--- src/common/state_cache_pkg.sv ---
package state_cache_pkg;

    // ------------------------------
    // Table access opcodes
    // ------------------------------
    typedef enum logic [1:0] {
        TBL_READ   = 2'd0,
        TBL_INSERT = 2'd1,
        TBL_REMOVE = 2'd2
    } tbl_op_t;

    // ------------------------------
    // Delete FSM states
    // ------------------------------
    typedef enum logic [2:0] {
        DEL_IDLE    = 3'd0,
        DEL_CHECK   = 3'd1,
        DEL_REMOVE  = 3'd2,
        DEL_RELEASE = 3'd3,
        DEL_DONE    = 3'd4,
        DEL_ERROR   = 3'd5
    } delete_state_t;

endpackage

--- src/hw/table/table_arbiter.sv ---
`timescale 1ns/100ps

module table_arbiter #(
    parameter int KEY_WID = 16,
    parameter int ID_WID  = 3
) (
    input  logic                     clk,
    input  logic                     htable_srst,
    input  logic                     i_lk_req,
    input  state_cache_pkg::tbl_op_t i_lk_op,
    input  logic [KEY_WID-1:0]       i_lk_key,
    input  logic [ID_WID-1:0]        i_lk_id,
    input  logic                     i_dl_req,
    input  state_cache_pkg::tbl_op_t i_dl_op,
    input  logic [KEY_WID-1:0]       i_dl_key,
    input  logic [ID_WID-1:0]        i_dl_id,
    output logic                     o_lk_gnt,
    output logic                     o_dl_gnt,
    output logic                     o_tbl_en,
    output state_cache_pkg::tbl_op_t o_tbl_op,
    output logic [KEY_WID-1:0]       o_tbl_key,
    output logic [ID_WID-1:0]        o_tbl_id
);
    // Lookup engine held the bus in the previous cycle
    logic own_lk;

    // Lookup keeps the bus while it requests; otherwise delete wins ties
    // Delete keeps an owned bus through its priority
    always_comb begin
        o_lk_gnt = 1'b0;
        o_dl_gnt = 1'b0;
        if (own_lk && i_lk_req) begin
            o_lk_gnt = 1'b1;
        end else if (i_dl_req) begin
            o_dl_gnt = 1'b1;
        end else if (i_lk_req) begin
            o_lk_gnt = 1'b1;
        end
    end

    always_ff @(posedge clk) begin
        if (htable_srst) begin
            own_lk <= 1'b0;
        end else begin
            own_lk <= o_lk_gnt;
        end
    end

    // ------------------------------
    // Table access mux
    // ------------------------------
    assign o_tbl_en  = (o_lk_gnt && i_lk_req) || (o_dl_gnt && i_dl_req);
    assign o_tbl_op  = o_dl_gnt ? i_dl_op : i_lk_op;
    assign o_tbl_key = o_dl_gnt ? i_dl_key : i_lk_key;
    assign o_tbl_id  = o_dl_gnt ? i_dl_id : i_lk_id;

endmodule

--- src/hw/table/hash_table_mem.sv ---
`timescale 1ns/100ps

module hash_table_mem #(
    parameter int KEY_WID  = 16,
    parameter int ID_WID   = 3,
    parameter int TABLE_AW = 4
) (
    input  logic                     clk,
    input  logic                     htable_srst,
    input  logic                     i_tbl_en,
    input  state_cache_pkg::tbl_op_t i_tbl_op,
    input  logic [KEY_WID-1:0]       i_tbl_key,
    input  logic [ID_WID-1:0]        i_tbl_id,
    output logic                     o_rd_valid,
    output logic [KEY_WID-1:0]       o_rd_key,
    output logic [ID_WID-1:0]        o_rd_id
);
    import state_cache_pkg::*;

    localparam int NUM_SLOTS  = 2**TABLE_AW;
    localparam int NUM_CHUNKS = KEY_WID / TABLE_AW;

    logic [NUM_SLOTS-1:0] slot_valid;
    logic [KEY_WID-1:0]   slot_key [NUM_SLOTS];
    logic [ID_WID-1:0]    slot_id  [NUM_SLOTS];
    logic [TABLE_AW-1:0]  slot;

    // Fold the key into a slot index
    always_comb begin
        slot = '0;
        for (int i = 0; i < NUM_CHUNKS; i++) begin
            slot = slot ^ i_tbl_key[i*TABLE_AW +: TABLE_AW];
        end
    end

    always_ff @(posedge clk) begin
        if (htable_srst) begin
            slot_valid <= '0;
        end else if (i_tbl_en && (i_tbl_op == TBL_INSERT)) begin
            slot_valid[slot] <= 1'b1;
        end else if (i_tbl_en && (i_tbl_op == TBL_REMOVE)) begin
            slot_valid[slot] <= 1'b0;
        end
    end

    always_ff @(posedge clk) begin
        if (i_tbl_en && (i_tbl_op == TBL_INSERT)) begin
            slot_key[slot] <= i_tbl_key;
            slot_id[slot]  <= i_tbl_id;
        end
        if (i_tbl_en && (i_tbl_op == TBL_READ)) begin
            o_rd_valid <= slot_valid[slot];
            o_rd_key   <= slot_key[slot];
            o_rd_id    <= slot_id[slot];
        end
    end

endmodule

--- src/hw/lookup_engine.sv ---
`timescale 1ns/100ps

module lookup_engine #(
    parameter int KEY_WID = 16,
    parameter int ID_WID  = 3
) (
    input  logic                     clk,
    input  logic                     htable_srst,
    input  logic                     i_lookup_req,
    input  logic [KEY_WID-1:0]       i_lookup_key,
    output logic                     o_lookup_rdy,
    output logic                     o_lookup_ack,
    output logic                     o_lookup_valid,
    output logic                     o_lookup_new,
    output logic [ID_WID-1:0]        o_lookup_id,
    input  logic                     i_gnt,
    input  logic                     i_rd_valid,
    input  logic [KEY_WID-1:0]       i_rd_key,
    input  logic [ID_WID-1:0]        i_rd_id,
    input  logic                     i_alloc_avail,
    input  logic [ID_WID-1:0]        i_alloc_id,
    output logic                     o_req,
    output state_cache_pkg::tbl_op_t o_op,
    output logic [KEY_WID-1:0]       o_key,
    output logic [ID_WID-1:0]        o_id,
    output logic                     o_alloc,
    output logic [KEY_WID-1:0]       o_alloc_key
);
    import state_cache_pkg::*;

    typedef enum logic [1:0] {
        LK_IDLE  = 2'd0,
        LK_READ  = 2'd1,
        LK_CHECK = 2'd2,
        LK_RESP  = 2'd3
    } lk_state_t;

    lk_state_t          state;
    logic [KEY_WID-1:0] key_r;
    logic               res_hit;
    logic               res_new;
    logic [ID_WID-1:0]  res_id;
    logic               rd_hit;
    logic               rd_insert;

    assign rd_hit    = i_rd_valid && (i_rd_key == key_r);
    assign rd_insert = !i_rd_valid && i_alloc_avail;

    // ------------------------------
    // Sequencer
    // ------------------------------
    always_ff @(posedge clk) begin
        if (htable_srst) begin
            state   <= LK_IDLE;
            res_hit <= 1'b0;
            res_new <= 1'b0;
        end else begin
            case (state)
                LK_IDLE: begin
                    if (i_lookup_req) begin
                        state <= LK_READ;
                    end
                end
                LK_READ: begin
                    if (i_gnt) begin
                        state <= LK_CHECK;
                    end
                end
                LK_CHECK: begin
                    state   <= LK_RESP;
                    res_hit <= rd_hit;
                    res_new <= rd_insert;
                end
                default: begin
                    state <= LK_IDLE;
                end
            endcase
        end
    end

    always_ff @(posedge clk) begin
        if (o_lookup_rdy && i_lookup_req) begin
            key_r <= i_lookup_key;
        end
        if (state == LK_CHECK) begin
            res_id <= i_rd_id;
        end
    end

    // Grant is held from the read through the insert
    assign o_req = (state == LK_READ) || (state == LK_CHECK) || ((state == LK_RESP) && res_new);
    assign o_op  = (state == LK_RESP) ? TBL_INSERT : TBL_READ;
    assign o_key = key_r;
    assign o_id  = i_alloc_id;

    assign o_alloc     = (state == LK_RESP) && res_new;
    assign o_alloc_key = key_r;

    assign o_lookup_rdy   = (state == LK_IDLE);
    assign o_lookup_ack   = (state == LK_RESP);
    assign o_lookup_valid = res_hit || res_new;
    assign o_lookup_new   = res_new;
    assign o_lookup_id    = res_new ? i_alloc_id : res_id;

endmodule

--- src/hw/delete_engine.sv ---
`timescale 1ns/100ps

module delete_engine #(
    parameter int KEY_WID = 16,
    parameter int ID_WID  = 3
) (
    input  logic                     clk,
    input  logic                     htable_srst,
    input  logic                     i_delete_req,
    input  logic [ID_WID-1:0]        i_delete_id,
    output logic                     o_delete_rdy,
    output logic                     o_delete_ack,
    output logic                     o_delete_error,
    output logic [KEY_WID-1:0]       o_delete_key,
    input  logic                     i_gnt,
    input  logic                     i_in_use,
    input  logic [KEY_WID-1:0]       i_key,
    output logic                     o_req,
    output state_cache_pkg::tbl_op_t o_op,
    output logic [KEY_WID-1:0]       o_key,
    output logic [ID_WID-1:0]        o_id,
    output logic [ID_WID-1:0]        o_query_id,
    output logic                     o_release
);
    import state_cache_pkg::*;

    delete_state_t      state;
    delete_state_t      nxt_state;
    logic [ID_WID-1:0]  id_r;
    logic [KEY_WID-1:0] key_r;

    always_ff @(posedge clk) begin
        if (htable_srst) begin
            state <= DEL_IDLE;
        end else begin
            state <= nxt_state;
        end
    end

    always_comb begin
        nxt_state = state;
        case (state)
            DEL_IDLE:    nxt_state = i_delete_req ? DEL_CHECK : DEL_IDLE;
            DEL_CHECK:   nxt_state = i_in_use ? DEL_REMOVE : DEL_ERROR;
            DEL_REMOVE:  nxt_state = i_gnt ? DEL_RELEASE : DEL_REMOVE;
            DEL_RELEASE: nxt_state = DEL_DONE;
            default:     nxt_state = DEL_IDLE;
        endcase
    end

    // ID from the request, key from the reverse map
    always_ff @(posedge clk) begin
        if (o_delete_rdy && i_delete_req) begin
            id_r <= i_delete_id;
        end
        if ((state == DEL_CHECK) && i_in_use) begin
            key_r <= i_key;
        end
    end

    assign o_query_id = id_r;
    assign o_release  = (state == DEL_RELEASE);

    assign o_req = (state == DEL_REMOVE);
    assign o_op  = TBL_REMOVE;
    assign o_key = key_r;
    assign o_id  = id_r;

    assign o_delete_rdy   = (state == DEL_IDLE);
    assign o_delete_ack   = (state == DEL_DONE) || (state == DEL_ERROR);
    assign o_delete_error = (state == DEL_ERROR);
    assign o_delete_key   = key_r;

endmodule

--- src/hw/id_allocator.sv ---
`timescale 1ns/100ps

module id_allocator #(
    parameter int KEY_WID = 16,
    parameter int ID_WID  = 3
) (
    input  logic               clk,
    input  logic               htable_srst,
    input  logic               i_alloc,
    input  logic [KEY_WID-1:0] i_alloc_key,
    input  logic [ID_WID-1:0]  i_query_id,
    input  logic               i_release,
    output logic               o_alloc_avail,
    output logic [ID_WID-1:0]  o_alloc_id,
    output logic               o_query_in_use,
    output logic [KEY_WID-1:0] o_query_key,
    output logic [ID_WID:0]    o_fill
);
    localparam int NUM_IDS = 2**ID_WID;

    logic [NUM_IDS-1:0] in_use;
    logic [KEY_WID-1:0] key_store [NUM_IDS];

    // Lowest free ID wins, so scan from the top down
    always_comb begin
        o_alloc_avail = 1'b0;
        o_alloc_id    = '0;
        for (int i = NUM_IDS - 1; i >= 0; i--) begin
            if (!in_use[i]) begin
                o_alloc_avail = 1'b1;
                o_alloc_id    = ID_WID'(i);
            end
        end
    end

    // Alloc and release never touch the same ID
    always_ff @(posedge clk) begin
        if (htable_srst) begin
            in_use <= '0;
            o_fill <= '0;
        end else begin
            if (i_release) begin
                in_use[i_query_id] <= 1'b0;
            end
            if (i_alloc) begin
                in_use[o_alloc_id] <= 1'b1;
            end
            if (i_alloc && !i_release) begin
                o_fill <= o_fill + 1'b1;
            end else if (i_release && !i_alloc) begin
                o_fill <= o_fill - 1'b1;
            end
        end
    end

    // ------------------------------
    // Reverse map
    // ------------------------------
    always_ff @(posedge clk) begin
        if (i_alloc) begin
            key_store[o_alloc_id] <= i_alloc_key;
        end
    end

    assign o_query_in_use = in_use[i_query_id];
    assign o_query_key    = key_store[i_query_id];

endmodule

--- src/hw/lookup_stats.sv ---
`timescale 1ns/100ps

module lookup_stats #(
    parameter int CNT_WID = 32
) (
    input  logic               clk,
    input  logic               htable_srst,
    input  logic               i_ack,
    input  logic               i_valid,
    input  logic               i_new,
    input  logic               i_clear,
    output logic [CNT_WID-1:0] o_cnt_req,
    output logic [CNT_WID-1:0] o_cnt_existing,
    output logic [CNT_WID-1:0] o_cnt_new,
    output logic [CNT_WID-1:0] o_cnt_not_tracked
);
    localparam int NUM_CNT = 4;

    logic [NUM_CNT-1:0] evt;
    logic [CNT_WID-1:0] cnt [NUM_CNT];

    // Outcome strobes, one per counter
    always_ff @(posedge clk) begin
        if (htable_srst) begin
            evt <= '0;
        end else begin
            evt[0] <= i_ack;
            evt[1] <= i_ack && i_valid && !i_new;
            evt[2] <= i_ack && i_valid && i_new;
            evt[3] <= i_ack && !i_valid;
        end
    end

    always_ff @(posedge clk) begin
        for (int i = 0; i < NUM_CNT; i++) begin
            if (htable_srst || i_clear) begin
                cnt[i] <= '0;
            end else if (evt[i]) begin
                cnt[i] <= cnt[i] + 1'b1;
            end
        end
    end

    assign o_cnt_req         = cnt[0];
    assign o_cnt_existing    = cnt[1];
    assign o_cnt_new         = cnt[2];
    assign o_cnt_not_tracked = cnt[3];

endmodule

--- src/hw/state_cache_top.sv ---
`timescale 1ns/100ps

module state_cache_top #(
    parameter int KEY_WID  = 16,
    parameter int ID_WID   = 3,
    parameter int TABLE_AW = 4,
    parameter int CNT_WID  = 32
) (
    input  logic               clk,
    input  logic               htable_srst,
    input  logic               i_lookup_req,
    input  logic [KEY_WID-1:0] i_lookup_key,
    output logic               o_lookup_rdy,
    output logic               o_lookup_ack,
    output logic               o_lookup_valid,
    output logic               o_lookup_new,
    output logic [ID_WID-1:0]  o_lookup_id,
    input  logic               i_delete_req,
    input  logic [ID_WID-1:0]  i_delete_id,
    output logic               o_delete_rdy,
    output logic               o_delete_ack,
    output logic               o_delete_error,
    output logic [KEY_WID-1:0] o_delete_key,
    input  logic               i_cnt_clear,
    output logic [CNT_WID-1:0] o_cnt_req,
    output logic [CNT_WID-1:0] o_cnt_existing,
    output logic [CNT_WID-1:0] o_cnt_new,
    output logic [CNT_WID-1:0] o_cnt_not_tracked,
    output logic [ID_WID:0]    o_fill
);
    import state_cache_pkg::*;

    // Engine requests toward the arbiter
    logic               lk_req;
    logic               lk_gnt;
    tbl_op_t            lk_op;
    logic [KEY_WID-1:0] lk_key;
    logic [ID_WID-1:0]  lk_id;
    logic               dl_req;
    logic               dl_gnt;
    tbl_op_t            dl_op;
    logic [KEY_WID-1:0] dl_key;
    logic [ID_WID-1:0]  dl_id;

    // Arbitrated table access and read data
    logic               tbl_en;
    tbl_op_t            tbl_op;
    logic [KEY_WID-1:0] tbl_key;
    logic [ID_WID-1:0]  tbl_id;
    logic               rd_valid;
    logic [KEY_WID-1:0] rd_key;
    logic [ID_WID-1:0]  rd_id;

    // Allocator side
    logic               alloc_avail;
    logic [ID_WID-1:0]  alloc_id;
    logic               alloc;
    logic [KEY_WID-1:0] alloc_key;
    logic [ID_WID-1:0]  query_id;
    logic               query_in_use;
    logic [KEY_WID-1:0] query_key;
    logic               release_id;

    lookup_engine #(.KEY_WID(KEY_WID), .ID_WID(ID_WID)) lookup_engine_i (
        .clk, .htable_srst,
        .i_lookup_req, .i_lookup_key, .o_lookup_rdy, .o_lookup_ack,
        .o_lookup_valid, .o_lookup_new, .o_lookup_id,
        .i_gnt(lk_gnt), .o_req(lk_req), .o_op(lk_op), .o_key(lk_key), .o_id(lk_id),
        .i_rd_valid(rd_valid), .i_rd_key(rd_key), .i_rd_id(rd_id),
        .i_alloc_avail(alloc_avail), .i_alloc_id(alloc_id),
        .o_alloc(alloc), .o_alloc_key(alloc_key)
    );

    delete_engine #(.KEY_WID(KEY_WID), .ID_WID(ID_WID)) delete_engine_i (
        .clk, .htable_srst,
        .i_delete_req, .i_delete_id, .o_delete_rdy, .o_delete_ack,
        .o_delete_error, .o_delete_key,
        .i_gnt(dl_gnt), .o_req(dl_req), .o_op(dl_op), .o_key(dl_key), .o_id(dl_id),
        .i_in_use(query_in_use), .i_key(query_key),
        .o_query_id(query_id), .o_release(release_id)
    );

    table_arbiter #(.KEY_WID(KEY_WID), .ID_WID(ID_WID)) table_arbiter_i (
        .clk, .htable_srst,
        .i_lk_req(lk_req), .i_lk_op(lk_op), .i_lk_key(lk_key), .i_lk_id(lk_id),
        .i_dl_req(dl_req), .i_dl_op(dl_op), .i_dl_key(dl_key), .i_dl_id(dl_id),
        .o_lk_gnt(lk_gnt), .o_dl_gnt(dl_gnt),
        .o_tbl_en(tbl_en), .o_tbl_op(tbl_op), .o_tbl_key(tbl_key), .o_tbl_id(tbl_id)
    );

    hash_table_mem #(
        .KEY_WID(KEY_WID), .ID_WID(ID_WID), .TABLE_AW(TABLE_AW)
    ) hash_table_mem_i (
        .clk, .htable_srst,
        .i_tbl_en(tbl_en), .i_tbl_op(tbl_op), .i_tbl_key(tbl_key), .i_tbl_id(tbl_id),
        .o_rd_valid(rd_valid), .o_rd_key(rd_key), .o_rd_id(rd_id)
    );

    id_allocator #(.KEY_WID(KEY_WID), .ID_WID(ID_WID)) id_allocator_i (
        .clk, .htable_srst,
        .i_alloc(alloc), .i_alloc_key(alloc_key),
        .i_query_id(query_id), .i_release(release_id),
        .o_alloc_avail(alloc_avail), .o_alloc_id(alloc_id),
        .o_query_in_use(query_in_use), .o_query_key(query_key), .o_fill
    );

    lookup_stats #(.CNT_WID(CNT_WID)) lookup_stats_i (
        .clk, .htable_srst,
        .i_ack(o_lookup_ack), .i_valid(o_lookup_valid), .i_new(o_lookup_new),
        .i_clear(i_cnt_clear),
        .o_cnt_req, .o_cnt_existing, .o_cnt_new, .o_cnt_not_tracked
    );

endmodule

--- config.mk ---
export PLATFORM = sky130hd
export DESIGN_NAME = state_cache_top
export DESIGN_NICKNAME = d
export VERILOG_FILES = /design/src/common/state_cache_pkg.sv /design/src/hw/table/table_arbiter.sv /design/src/hw/table/hash_table_mem.sv /design/src/hw/lookup_engine.sv /design/src/hw/delete_engine.sv /design/src/hw/id_allocator.sv /design/src/hw/lookup_stats.sv /design/src/hw/state_cache_top.sv
export SDC_FILE = /design/constraint.sdc
export NUM_CORES = 1
export LEC_CHECK = 0
export BUFFER_PORTS_ARGS = -buffer_cell sky130_fd_sc_hd__buf_2
export CORE_ASPECT_RATIO = 0.5
export CORE_UTILIZATION = 40
export CTS_CLUSTER_DIAMETER = 60
export DETAILED_ROUTE_END_ITERATION = 10
export HOLD_SLACK_MARGIN = 0.08
export PLACE_DENSITY_LB_ADDON = 0.1
export SLEW_MARGIN = 30
export SYNTH_ARGS = -nofsm -noshare
export SYNTH_HDL_FRONTEND = slang
export SYNTH_HIERARCHICAL = 1
export SYNTH_SLANG_ARGS = --single-unit
--- constraint.sdc ---
create_clock -name clk -period 8.6 [get_ports clk]
set_input_delay 1.72 -clock clk [delete_from_list [all_inputs] [get_ports clk]]
set_output_delay 1.72 -clock clk [all_outputs]
set_load 0.005 [all_outputs]
==> results of run 1 <==
[state kept, by name (all words and copies together) (netlist names), 2 cells and up, named ones only]
| register | flops |
|---|---|
| id_allocator_i/in_use | 8 |
| delete_engine_i/state | 3 |
| hash_table_mem_i/slot_key | 256 |
| hash_table_mem_i/slot_id | 48 |
| lookup_stats_i/evt | 4 |
| hash_table_mem_i/o_rd_key | 16 |
| lookup_stats_i/cnt | 128 |
| lookup_engine_i/res_id | 3 |
| hash_table_mem_i/o_rd_id | 3 |
| id_allocator_i/key_store | 128 |
| delete_engine_i/o_id | 3 |
| lookup_engine_i/o_alloc_key | 16 |
| delete_engine_i/o_delete_key | 16 |
| lookup_engine_i/state | 2 |
| id_allocator_i/o_fill | 4 |
[worst min-delay path by stage]
stage                     cells after the start                                  end  slack [ns]
final                                         0  lookup_engine_i/res_id[1]$_DFFE_PP_        0.43
after global routing                          0  lookup_engine_i/res_id[1]$_DFFE_PP_        0.46
after CTS                                     0  lookup_engine_i/res_id[1]$_DFFE_PP_        0.43
after detailed placement                      0  lookup_engine_i/res_id[1]$_DFFE_PP_        0.41
after global placement                        0  lookup_engine_i/res_id[1]$_DFFE_PP_        0.41
after floorplan                               0  lookup_engine_i/res_id[0]$_DFFE_PP_        0.40
[final cells by class]
| cell class | instances | share of cell area [%] |
|---|---|---|
| Clock buffer | 67 | 4.752 |
| Clock inverter | 45 | 1.716 |
| Inverter | 53 | 0.6189 |
| Multi-Input combinational cell | 968 | 25.69 |
| Sequential cell | 658 | 60.22 |
| Tap cell | 945 | 3.678 |
| Timing Repair Buffer | 201 | 3.324 |
[Yosys cell counts, types with 18 or more instances]
cell type  number
a21oi_1        91
a22oi_1        40
buf_4          45
clkbuf_1       37
dfxtp_1        40
edfxtp_1      618
inv_1          53
mux2_2         36
mux4_1         19
mux4_2         95
nand2_1        91
nand3_1        60
nand4_1        41
nor2_1         67
nor3_1         23
nor4_1         18
o21ai_0        38
o31ai_1        40
or3_1          27
or4_1          42
xnor2_1        39
xor2_1         34
[worst max-delay path, stage by stage (launching register included)]
cell	delay (ns)
dfxtp_1	0.34
ha_1	0.24
and2_1	0.25
or2_2	0.35
a21boi_4	0.73
mux2_2	0.61
xor2_2	0.39
xor2_4	0.72
buf_12	0.50
mux4_2	0.57
a22oi_1	0.51
nand2_1	0.11
[metrics by stage]
stage | hold WS, ns | util (%) | cell area [um2] | instances
after floorplan | 0.4003 | - | 28520 | 1798
after detailed placement | 0.4116 | 43.08 | 30060 | 2825
after CTS | 0.4300 | 46.07 | 32140 | 2937
after global placement | 0.4072 | 43.05 | 30040 | 2825
final | 0.4333 | 46.08 | 32150 | 2937
after global routing | 0.4564 | 46.08 | 32150 | 2937
[metal layers]
metal	part of all wire [%]	wire length (um)
met1	47	31980
met2	47	31760
met3	4.4	3003
met4	1.5	1032
met5	0	0
[placed cells by master, fill, tap and decap left out, drive strengths merged, types with 5 or more instances in the layout]
cell	Yosys	layout
a21oi	91	91
a22oi	40	40
and2	13	13
and3	17	17
and4	17	17
buf	82	201
bufinv	0	12
clkbuf	37	67
clkinv	0	31
dfxtp	40	40
edfxtp	618	618
ha	11	11
inv	53	51
mux2	42	42
mux2i	11	11
mux4	114	114
nand2	91	91
nand2b	9	9
nand3	60	60
nand4	42	42
nor2	67	67
nor2b	8	8
nor3	23	23
nor4	18	18
o21a	5	5
o21ai	44	44
o31ai	40	40
o41ai	6	6
or2	12	12
or3	27	27
or4	42	42
xnor2	40	40
xor2	36	36
[where the power goes]
group | switching [mW] | internal (mW)
combinational | 1.11 | 0.826
clock | 1.23 | 1.64
sequential | 0.149 | 3.78
total | 2.49 | 6.24
[kinds of logic after synthesis]
kind of cell	count (synthesis)
flip-flops	658
adder cells (fa/ha/maj)	12
AND/OR/NAND/NOR	465
XOR/XNOR	76
buffers and inverters	172
AO/OA/AOI/OAI	245
multiplexers	167
other	3
==> run summary, run 1 <==
The run finished with clean final reports. Routability-driven placement finished with a final weighted congestion of between 0.8 and 0.9. The arrival time reported for the critical path endpoint is ~6.1 ns. The number of clock sinks seen by CTS came out at about 660. The xor and xnor fraction of the mapped netlist area came out at 2.452%.

The post-layout net count came out at approximately 2.0k. The number of levels in the clock H-tree came out at 2. The number of fill cells came out at roughly 6k. The netlist area before placement is roughly 0.029 mm2.

In this run the worst setup path begins at lookup_engine_i/state[0]$_SDFFE_PP0P_. The instance count of the mapped netlist came out at 1798. By area, the combinational part of the netlist is dominated by multiplexers.

The sequential cell area in the final layout came out at a little under 0.02 mm2. The post-route fraction of the period consumed by the critical path came out at between 60% and 70%. After legalization and detailed placement, the total HPWL measured 41.37 mm. Clock latency on the worst-skew pair, taken at its later pin, is about 0.65 ns. The final count of pins violating max slew came to 0. The number of antenna violations at the first check in global routing was 2. The met3 capacity usage during global routing is between 3 and 4%. The number of cell rows is roughly 70. The accumulated negative setup slack is 0 ns. Buffers added to address setup during post-CTS repair amount to 0.

Using the TritonRoute via totals, the vias-per-cell ratio works out to 5.527. The overflow left after global routing is 0. The antenna diode count came out at 0.

The layer carrying the most global-route usage is met2. The area inside the core boundary came out at about 0.07 mm2. The max-cap check violation count came out at 0. The post-synth net total is around 1.8k. The endpoint of the worst register-to-register path is hash_table_mem_i/o_rd_key[0]$_DFFE_PP_.

The floorplan step set the die height to approximately 190 um. The slew at the pin closest to its max-slew limit is a little under 1 ns. The met2 demand-to-capacity share in global routing is between 20% and 30%. The startpoint kind of the worst setup timing path is a register.

The first routing iteration left approximately 1.2k violations. For this design the top-level I/O count stands at around 180. The adder and majority gate portion of the synthesized area is less than 1%.

The worst-path maximum fanout is between 60 and 70. The maximum operating frequency is 175.8 MHz. The remaining antenna violation count after routing is 0.

The worst setup slack for register-to-register paths is 2.91 ns. STA classifies the critical path endpoint as a register. The met1 track demand over resource is 26.68%.

Entering global routing, the biggest net connects 64 pins. Clock-pin slew was measured on the worst setup and hold paths at about 0.07 ns. The total power density per cell area is 271.6 mW/mm2.

Dividing the detail-routed wire length by the instance count gives around 23 um. The least setup slack across all paths after layout is about 2.9 ns. The share of Yosys cell area claimed by the top area cell type came out at approximately two thirds.

The length of the first detailed-routing pass in iterations came out at 6. The CTS buffer count is 60. The multi-input combinational cells in the finished layout cover a total of 0.008258 mm2. In this run, synthesis produced a sequential element count of about 660. TritonCTS built the clock tree. The fraction of synthesis flops using an asynchronous set or reset pin is 0%. The remaining design rule violation count is 0. Setup violations remaining at the end of the flow were counted as 0. The required time of the critical path is 8.97 ns.

CTS placed an instance of clkbuf_16 at the clock tree root. The worst path in the final design needs a cycle of about 5.7 ns, including I/O delays and setup. IR analysis of the VDD net gives a maximum drop of about 0.00025 V. The launching point of the worst reg2reg path is lookup_engine_i/state[0]$_SDFFE_PP0P_. The worst clock skew on the final layout came out at 0.02672 ns. The layout cell share with drive strength beyond 1 came out at 24.20%.

The tightest min-delay check is of the reg -> reg type. The number of buffer cells added on primary ports came out at roughly 180. The aggregate routed wire length came out at ~68 mm.

The width of the die came out at between 300 and 400 um. Summing internal, switching and leakage power gives about 8.7 mW. The number of endpoints with negative hold slack in the final report is 0. The effective utilization at floorplan came out at between 40% and 50%.

The die covers slightly above 0.07 mm2. The cell depth of the worst flop-to-flop path is 11. In this run the tightest slew margin relative to its limit is 35.00%.

In the synthesized netlist, mux cells make up a little under an eighth of the area. The wire length of the first global-routing pass is 101.7 mm. The number of buffers on the longest clock path came out at 3. The area fraction in compound gates after synthesis is 5.396%.

For this run, the leading register cell type out of synthesis is edfxtp_1. The end point of the critical path is hash_table_mem_i/o_rd_key[0]$_DFFE_PP_. In this run the most critical hold path is launched from hash_table_mem_i/o_rd_id[1]$_DFFE_PP_. Counting distinct cell types in the post-synthesis netlist gives 65. The pre-CTS setup slack came out at 2.940 ns. The area overhead of the layout relative to synthesis is 12.70%. Across every metal layer, demand over resource in global routing totals 18.50%. In this run, post-CTS hold repair placed 0 buffers. The overall via count from detail_route came out at roughly 16k. The share of synthesized cell area in and, or, nand and nor gates is between 8 and 9%.

The category of the most critical setup path is reg -> reg. The synthesized area per cell is approximately 16 um2. The sequential fraction of the synthesis area came out at 67.87%.

The number of enable-type register cells in the synthesized netlist is 618. Setup repair after global routing left no endpoint under its margin. By area the synthesized netlist is led by edfxtp_1 (65%), mux4_2 (7.5%), dfxtp_1 (2.8%).

The synthesized design spends more area on one cell type than any other, namely edfxtp_1. The number of global-route vias before repair came out at approximately 16k. The static power due to leakage is about 11 nW. The number of cells upsized or downsized after cts is 0. Yosys printed 6 warnings.
Power figures use the tool's default switching activity.
==> run 2, diff against run 1 <==
--- a/config.mk
+++ b/config.mk
@@ -5,6 +5,7 @@
 export SDC_FILE = /design/constraint.sdc
 export NUM_CORES = 1
 export LEC_CHECK = 0
+export ABC_AREA = 1
 export BUFFER_PORTS_ARGS = -buffer_cell sky130_fd_sc_hd__buf_2
 export CORE_ASPECT_RATIO = 0.5
 export CORE_UTILIZATION = 40
==> constraint.sdc (replaced) <==
create_clock -name clk -period 5.32 [get_ports clk]
set_input_delay 1.064 -clock clk [delete_from_list [all_inputs] [get_ports clk]]
set_output_delay 1.064 -clock clk [all_outputs]
set_load 0.005 [all_outputs]
==> run 2 against run 1 <==
Hold slack hardly changed. Non-clock buffer count rose by 35. Global-route usage is 2.7 points higher. Critical path depth grew 5. Final cell count increased by 52%. Flip-flop and latch count is the same. Register-to-register slack worse by 2.1 ns. Sequential power grew 66%. Critical path type unchanged.
==> run summary, run 2 <==
The number of global-route vias before repair came out at 20.87k (was 15.87k). The buffer cell driving the clock tree root was clkbuf_16 (unchanged). The vias per cell came out at 5.004 (was 5.527). The number of fill cells came out at 7240 (was 6112). The critical path launch point is lookup_engine_i/state[0]$_SDFFE_PP0P_ (unchanged). The number of enable-type register cells in the synthesized netlist is 618 (unchanged). The overall via count from detail_route is 22.37k (was 16.23k). The biggest area consumer among synthesized cells was edfxtp_1 (unchanged). The most frequently used flop master after synthesis was edfxtp_1 (unchanged).

Outcome: completed (unchanged). The final count of pins violating max slew came out at 0 (unchanged). The core utilization of the finished layout was 46.05% (was 46.08%). The routability congestion estimate from global placement is 0.8452 (was 0.8112).

The post-placement cell area is 0.03285 mm2 (was 0.03006 mm2). The register with the most flip-flops is hash_table_mem_i/slot_key (unchanged). The number of cells upsized or downsized after cts came out at 0 (unchanged).

The worst setup slack for register-to-register paths came out at 0.85 ns (was 2.91 ns). The maximum vdd drop came out at 0.0005923 V (was 0.0002492 V). Cell types occupying the most area after synthesis: edfxtp_1 (60%), nand2_1 (14%), nand3_1 (4.7%) (was edfxtp_1 (65%), mux4_2 (7.5%), dfxtp_1 (2.8%)). The number of antenna violations at the first check in global routing came out at 1 (was 2).

The maximum operating frequency came out at 223.6 MHz (was 175.8 MHz). The aggregate routed wire length was 83.82 mm (was 67.78 mm). The count of distinct cell types in the synthesized netlist came out at 44 (was 65). In this design, the critical path's most frequently occurring cell is nand2_1. The met1 track demand over resource is 29.61% (was 26.68%). The startpoint kind of the worst setup timing path was a register (unchanged).

The cell with the biggest individual delay on the critical path is clkinv_1 (was a21boi_4). The wire length per cell after detailed routing came out at 18.75 um (was 23.08 um). The number of clock sinks seen by CTS is 658 (unchanged). The flip-flop count of the largest register, all copies and words added is 256 (unchanged). The CTS buffer count came out at 66 (was 60). The number of buffers on the longest clock path came out at 3 (unchanged). The violation count after the first detailed-routing iteration is 1718 (was 1180). The most repeated cell in the gate-level netlist after synthesis is nand2_1 (was edfxtp_1). The boundary pin count is 182 (unchanged).

The final non-filler cell area is 0.03497 mm2 (was 0.03215 mm2). The synthesized area per cell is 9.531 um2 (was 15.86 um2). The post-synth net total is 3293 (was 1834). The remaining antenna violation count after routing is 0 (unchanged). The post-CTS clock slew at the launch and capture registers of the worst setup and hold paths is 0.06 ns (was 0.07 ns).

The post-cts hold buffer count came out at 0 (unchanged). The instance count of the mapped netlist is 3257 (was 1798). The most common cell after layout, fill and taps aside is nand2_1 (was edfxtp_1). The share of Yosys cell area claimed by the top area cell type is 59.78% (was 65.06%).

The final HPWL from detailed placement came out at 50.51 mm (was 41.37 mm). The met2 demand-to-capacity share in global routing is 34.03% (was 29.53%). The number of levels in the clock H-tree came to 3 (was 2). The fraction of synthesis flops using an asynchronous set or reset pin is 0% (unchanged).

The required time of the critical path is 5.73 ns (was 8.97 ns). The layer carrying the most global-route usage was met2 (unchanged). The sequential fraction of the synthesis area came out at 62.36% (was 67.87%).

The met3 capacity usage during global routing is 3.694% (was 3.057%). The remaining design rule violation count is 0 (unchanged). The worst clock skew on the final layout came out at 0.02842 ns (was 0.02672 ns). The startpoint of the worst hold path is hash_table_mem_i/o_rd_id[2]$_DFFE_PP_ (was hash_table_mem_i/o_rd_id[1]$_DFFE_PP_). The time the final worst path needs with I/O delays and setup is 4.472 ns (was 5.689 ns).

The length of the first detailed-routing pass in iterations is 5 (was 6). The total power density per cell area is 440.8 mW/mm2 (was 271.6 mW/mm2). The slew at the pin closest to its max-slew limit came to 0.9588 ns (was 0.9740 ns). The post-route fraction of the period consumed by the critical path is 84.07% (was 66.15%). The worst max-slew margin expressed relative to the limit came out at 36.01% (was 35.00%).

The maximum number of pins on one net before global-route repair is 161 (was 64). The post-CTS setup buffer count came to 0 (unchanged). The netlist area before placement came out at 0.03104 mm2 (was 0.02852 mm2).

The final worst hold slack was 0.4328 ns (was 0.4333 ns). The nature of the critical path endpoint is a register (unchanged). Crit path cell chain: inv_1 > ha_1 > or2_2 > nand2_2 > nand2_2 > nand2_1 > nand2_1 > xnor2_1 > inv_1 > nand2_1 > nand2_2 > nand2_1 > clkinv_1 > nand3_1 > inv_1 > buf_4 (was ha_1 > and2_1 > or2_2 > a21boi_4 > mux2_2 > xor2_2 > xor2_4 > buf_12 > mux4_2 > a22oi_1 > nand2_1). The wire length of the first global-routing pass came out at 127.3 mm (was 101.7 mm). The clock latency on the worst-skew pair is 0.65 ns (about the same). The max-cap check violation count is 0 (unchanged). The effective utilization at floorplan is 40.87% (was 40.88%).

The number of cell rows was 71 (was 68). Commonest non-fill, non-tap cells in the layout: nand2_1 (1135), edfxtp_1 (618), nor2_1 (380) (was edfxtp_1 (618), buf_2 (181), mux4_2 (95)). The category of the most critical setup path is reg -> reg (unchanged).

The number of endpoints with negative hold slack in the final report is 0 (unchanged). The number of buffer cells added on primary ports came out at 181 (unchanged). The vertical extent of the die is 199.0 um (was 190.8 um). The layout cell share with drive strength beyond 1 came out at 13.29% (was 24.20%). The total buffers and inverters traversed by the critical path was 5 (was 1). The overflow left after global routing came out at 0 (unchanged). The clock tree from TritonCTS is yes (unchanged). The static power due to leakage is 13.72 nW (was 10.58 nW). The launching point of the worst reg2reg path is lookup_engine_i/state[0]$_SDFFE_PP0P_ (unchanged).

The accumulated negative setup slack is 0 ns (unchanged). The area overhead of the layout relative to synthesis is 12.66% (was 12.70%). The width of the die came out at 396.0 um (was 379.6 um). The type of the tightest min-delay check is reg -> reg (unchanged). The arrival time reported for the critical path endpoint came out at 4.88 ns (was 6.06 ns). The maximum single-stage delay on the critical path came out at 0.43 ns (was 0.73 ns). Unrepaired setup endpoints after global routing: false (unchanged). The post-layout total power is 15.42 mW (was 8.730 mW). The die area came out at 0.07880 mm2 (was 0.07244 mm2). The worst-path maximum fanout came out at 22 (was 63).

The critical path's top delay family is simple AND/OR/NAND/NOR gates (was compound AO/OA/AOI/OAI gates). Biggest regs: hash_table_mem_i/slot_key: 256 flops, id_allocator_i/key_store: 128 flops, lookup_stats_i/cnt: 128 flops (unchanged). The post-layout net count came out at 3438 (was 1978).

The number of storage elements in the synthesis netlist is 658 (unchanged). The area inside the core boundary is 0.07595 mm2 (was 0.06977 mm2). The total setup violations reported at the end of the flow is 0 (unchanged). The count of warnings emitted by yosys was 6 (unchanged). The global-route usage over all layers came out at 21.19% (was 18.50%).

Synth top cells by count: nand2_1 (1137), edfxtp_1 (618), nor2_1 (381), nand3_1 (290), inv_1 (199) (was edfxtp_1 (618), mux4_2 (95), a21oi_1 (91), nand2_1 (91), nor2_1 (67)).
==> run 2: cell count changes in the layout (fill, tap and decap cells not counted), moves of 40 or more <==
cell / change
mux4_2: -95
a22oi_1: -40
or4_1: -42
o31ai_1: -40
nand3_1: +230
o21ai_0: +54
nand2_1: +1047
inv_1: +162
nor2_1: +318
==> run 2: area by class of cell <==
cell class	count	area, um2	area share (%)
antenna	1	2.502	0.007155
timing repair buffer	236	1393	3.982
clock inverter	31	326.6	0.9337
inverter	217	817.0	2.336
clock buffer	82	1795	5.134
sequential	658	19360	55.35
tap	1022	1279	3.656
multi-input combinational	2223	10000	28.60
==> run 2: worst reg2reg max path: stages (launching register included) <==
cell and delay, ns:
dfxtp_1 0.37, inv_1 0.09, ha_1 0.31, or2_2 0.33, nand2_2 0.09, nand2_2 0.27, nand2_1 0.15, nand2_1 0.35
xnor2_1 0.40, inv_1 0.07, nand2_1 0.11, nand2_2 0.13, nand2_1 0.15, clkinv_1 0.43, nand3_1 0.29, inv_1 0.40
buf_4 0.33
==> run 2: routing by layer <==
metal,share of wire [%],routed length [um]
met2,46,38660
met4,2.1,1783
met3,5.2,4396
met1,47,38980
met5,0,0
==> run 2: power by group <==
group	internal [mW]	total, mW	switching [mW]
clock network	2.65	4.71	2.06
registers	6.17	6.50	0.327
logic	1.17	4.21	3.04
==> run 2: path summary, 6_finish.rpt <==
kind / end / cells after the start
worst max-delay path: hash_table_mem_i/slot_key[14][0]$_DFFE_PP_ / 16
worst min-delay path: lookup_engine_i/res_id[2]$_DFFE_PP_ / 0
worst max register to register: hash_table_mem_i/slot_key[14][0]$_DFFE_PP_ / 16
worst min register to register: lookup_engine_i/res_id[2]$_DFFE_PP_ / 0
==> run 2: kinds of logic after synthesis <==
| logic type | share of synthesized area (%) |
|---|---|
| and+or+nand+nor | 26.36 |
| DFF | 62.36 |
| buffers and inverters | 5.602 |
| AOI/OAI and AO/OA | 4.369 |
| xor gates and xnor gates | 0.7617 |
| adders and majority gates | 0.5078 |
| other | 0.03627 |
==> run 2: per-stage QoR <==
step	worst slack (ns)	std cells
floorplan	0.5576	3257
global placement	0.9297	4355
detailed placement	0.8408	4356
CTS	0.8066	4469
global route	0.5105	4469
finish	0.8477	4470
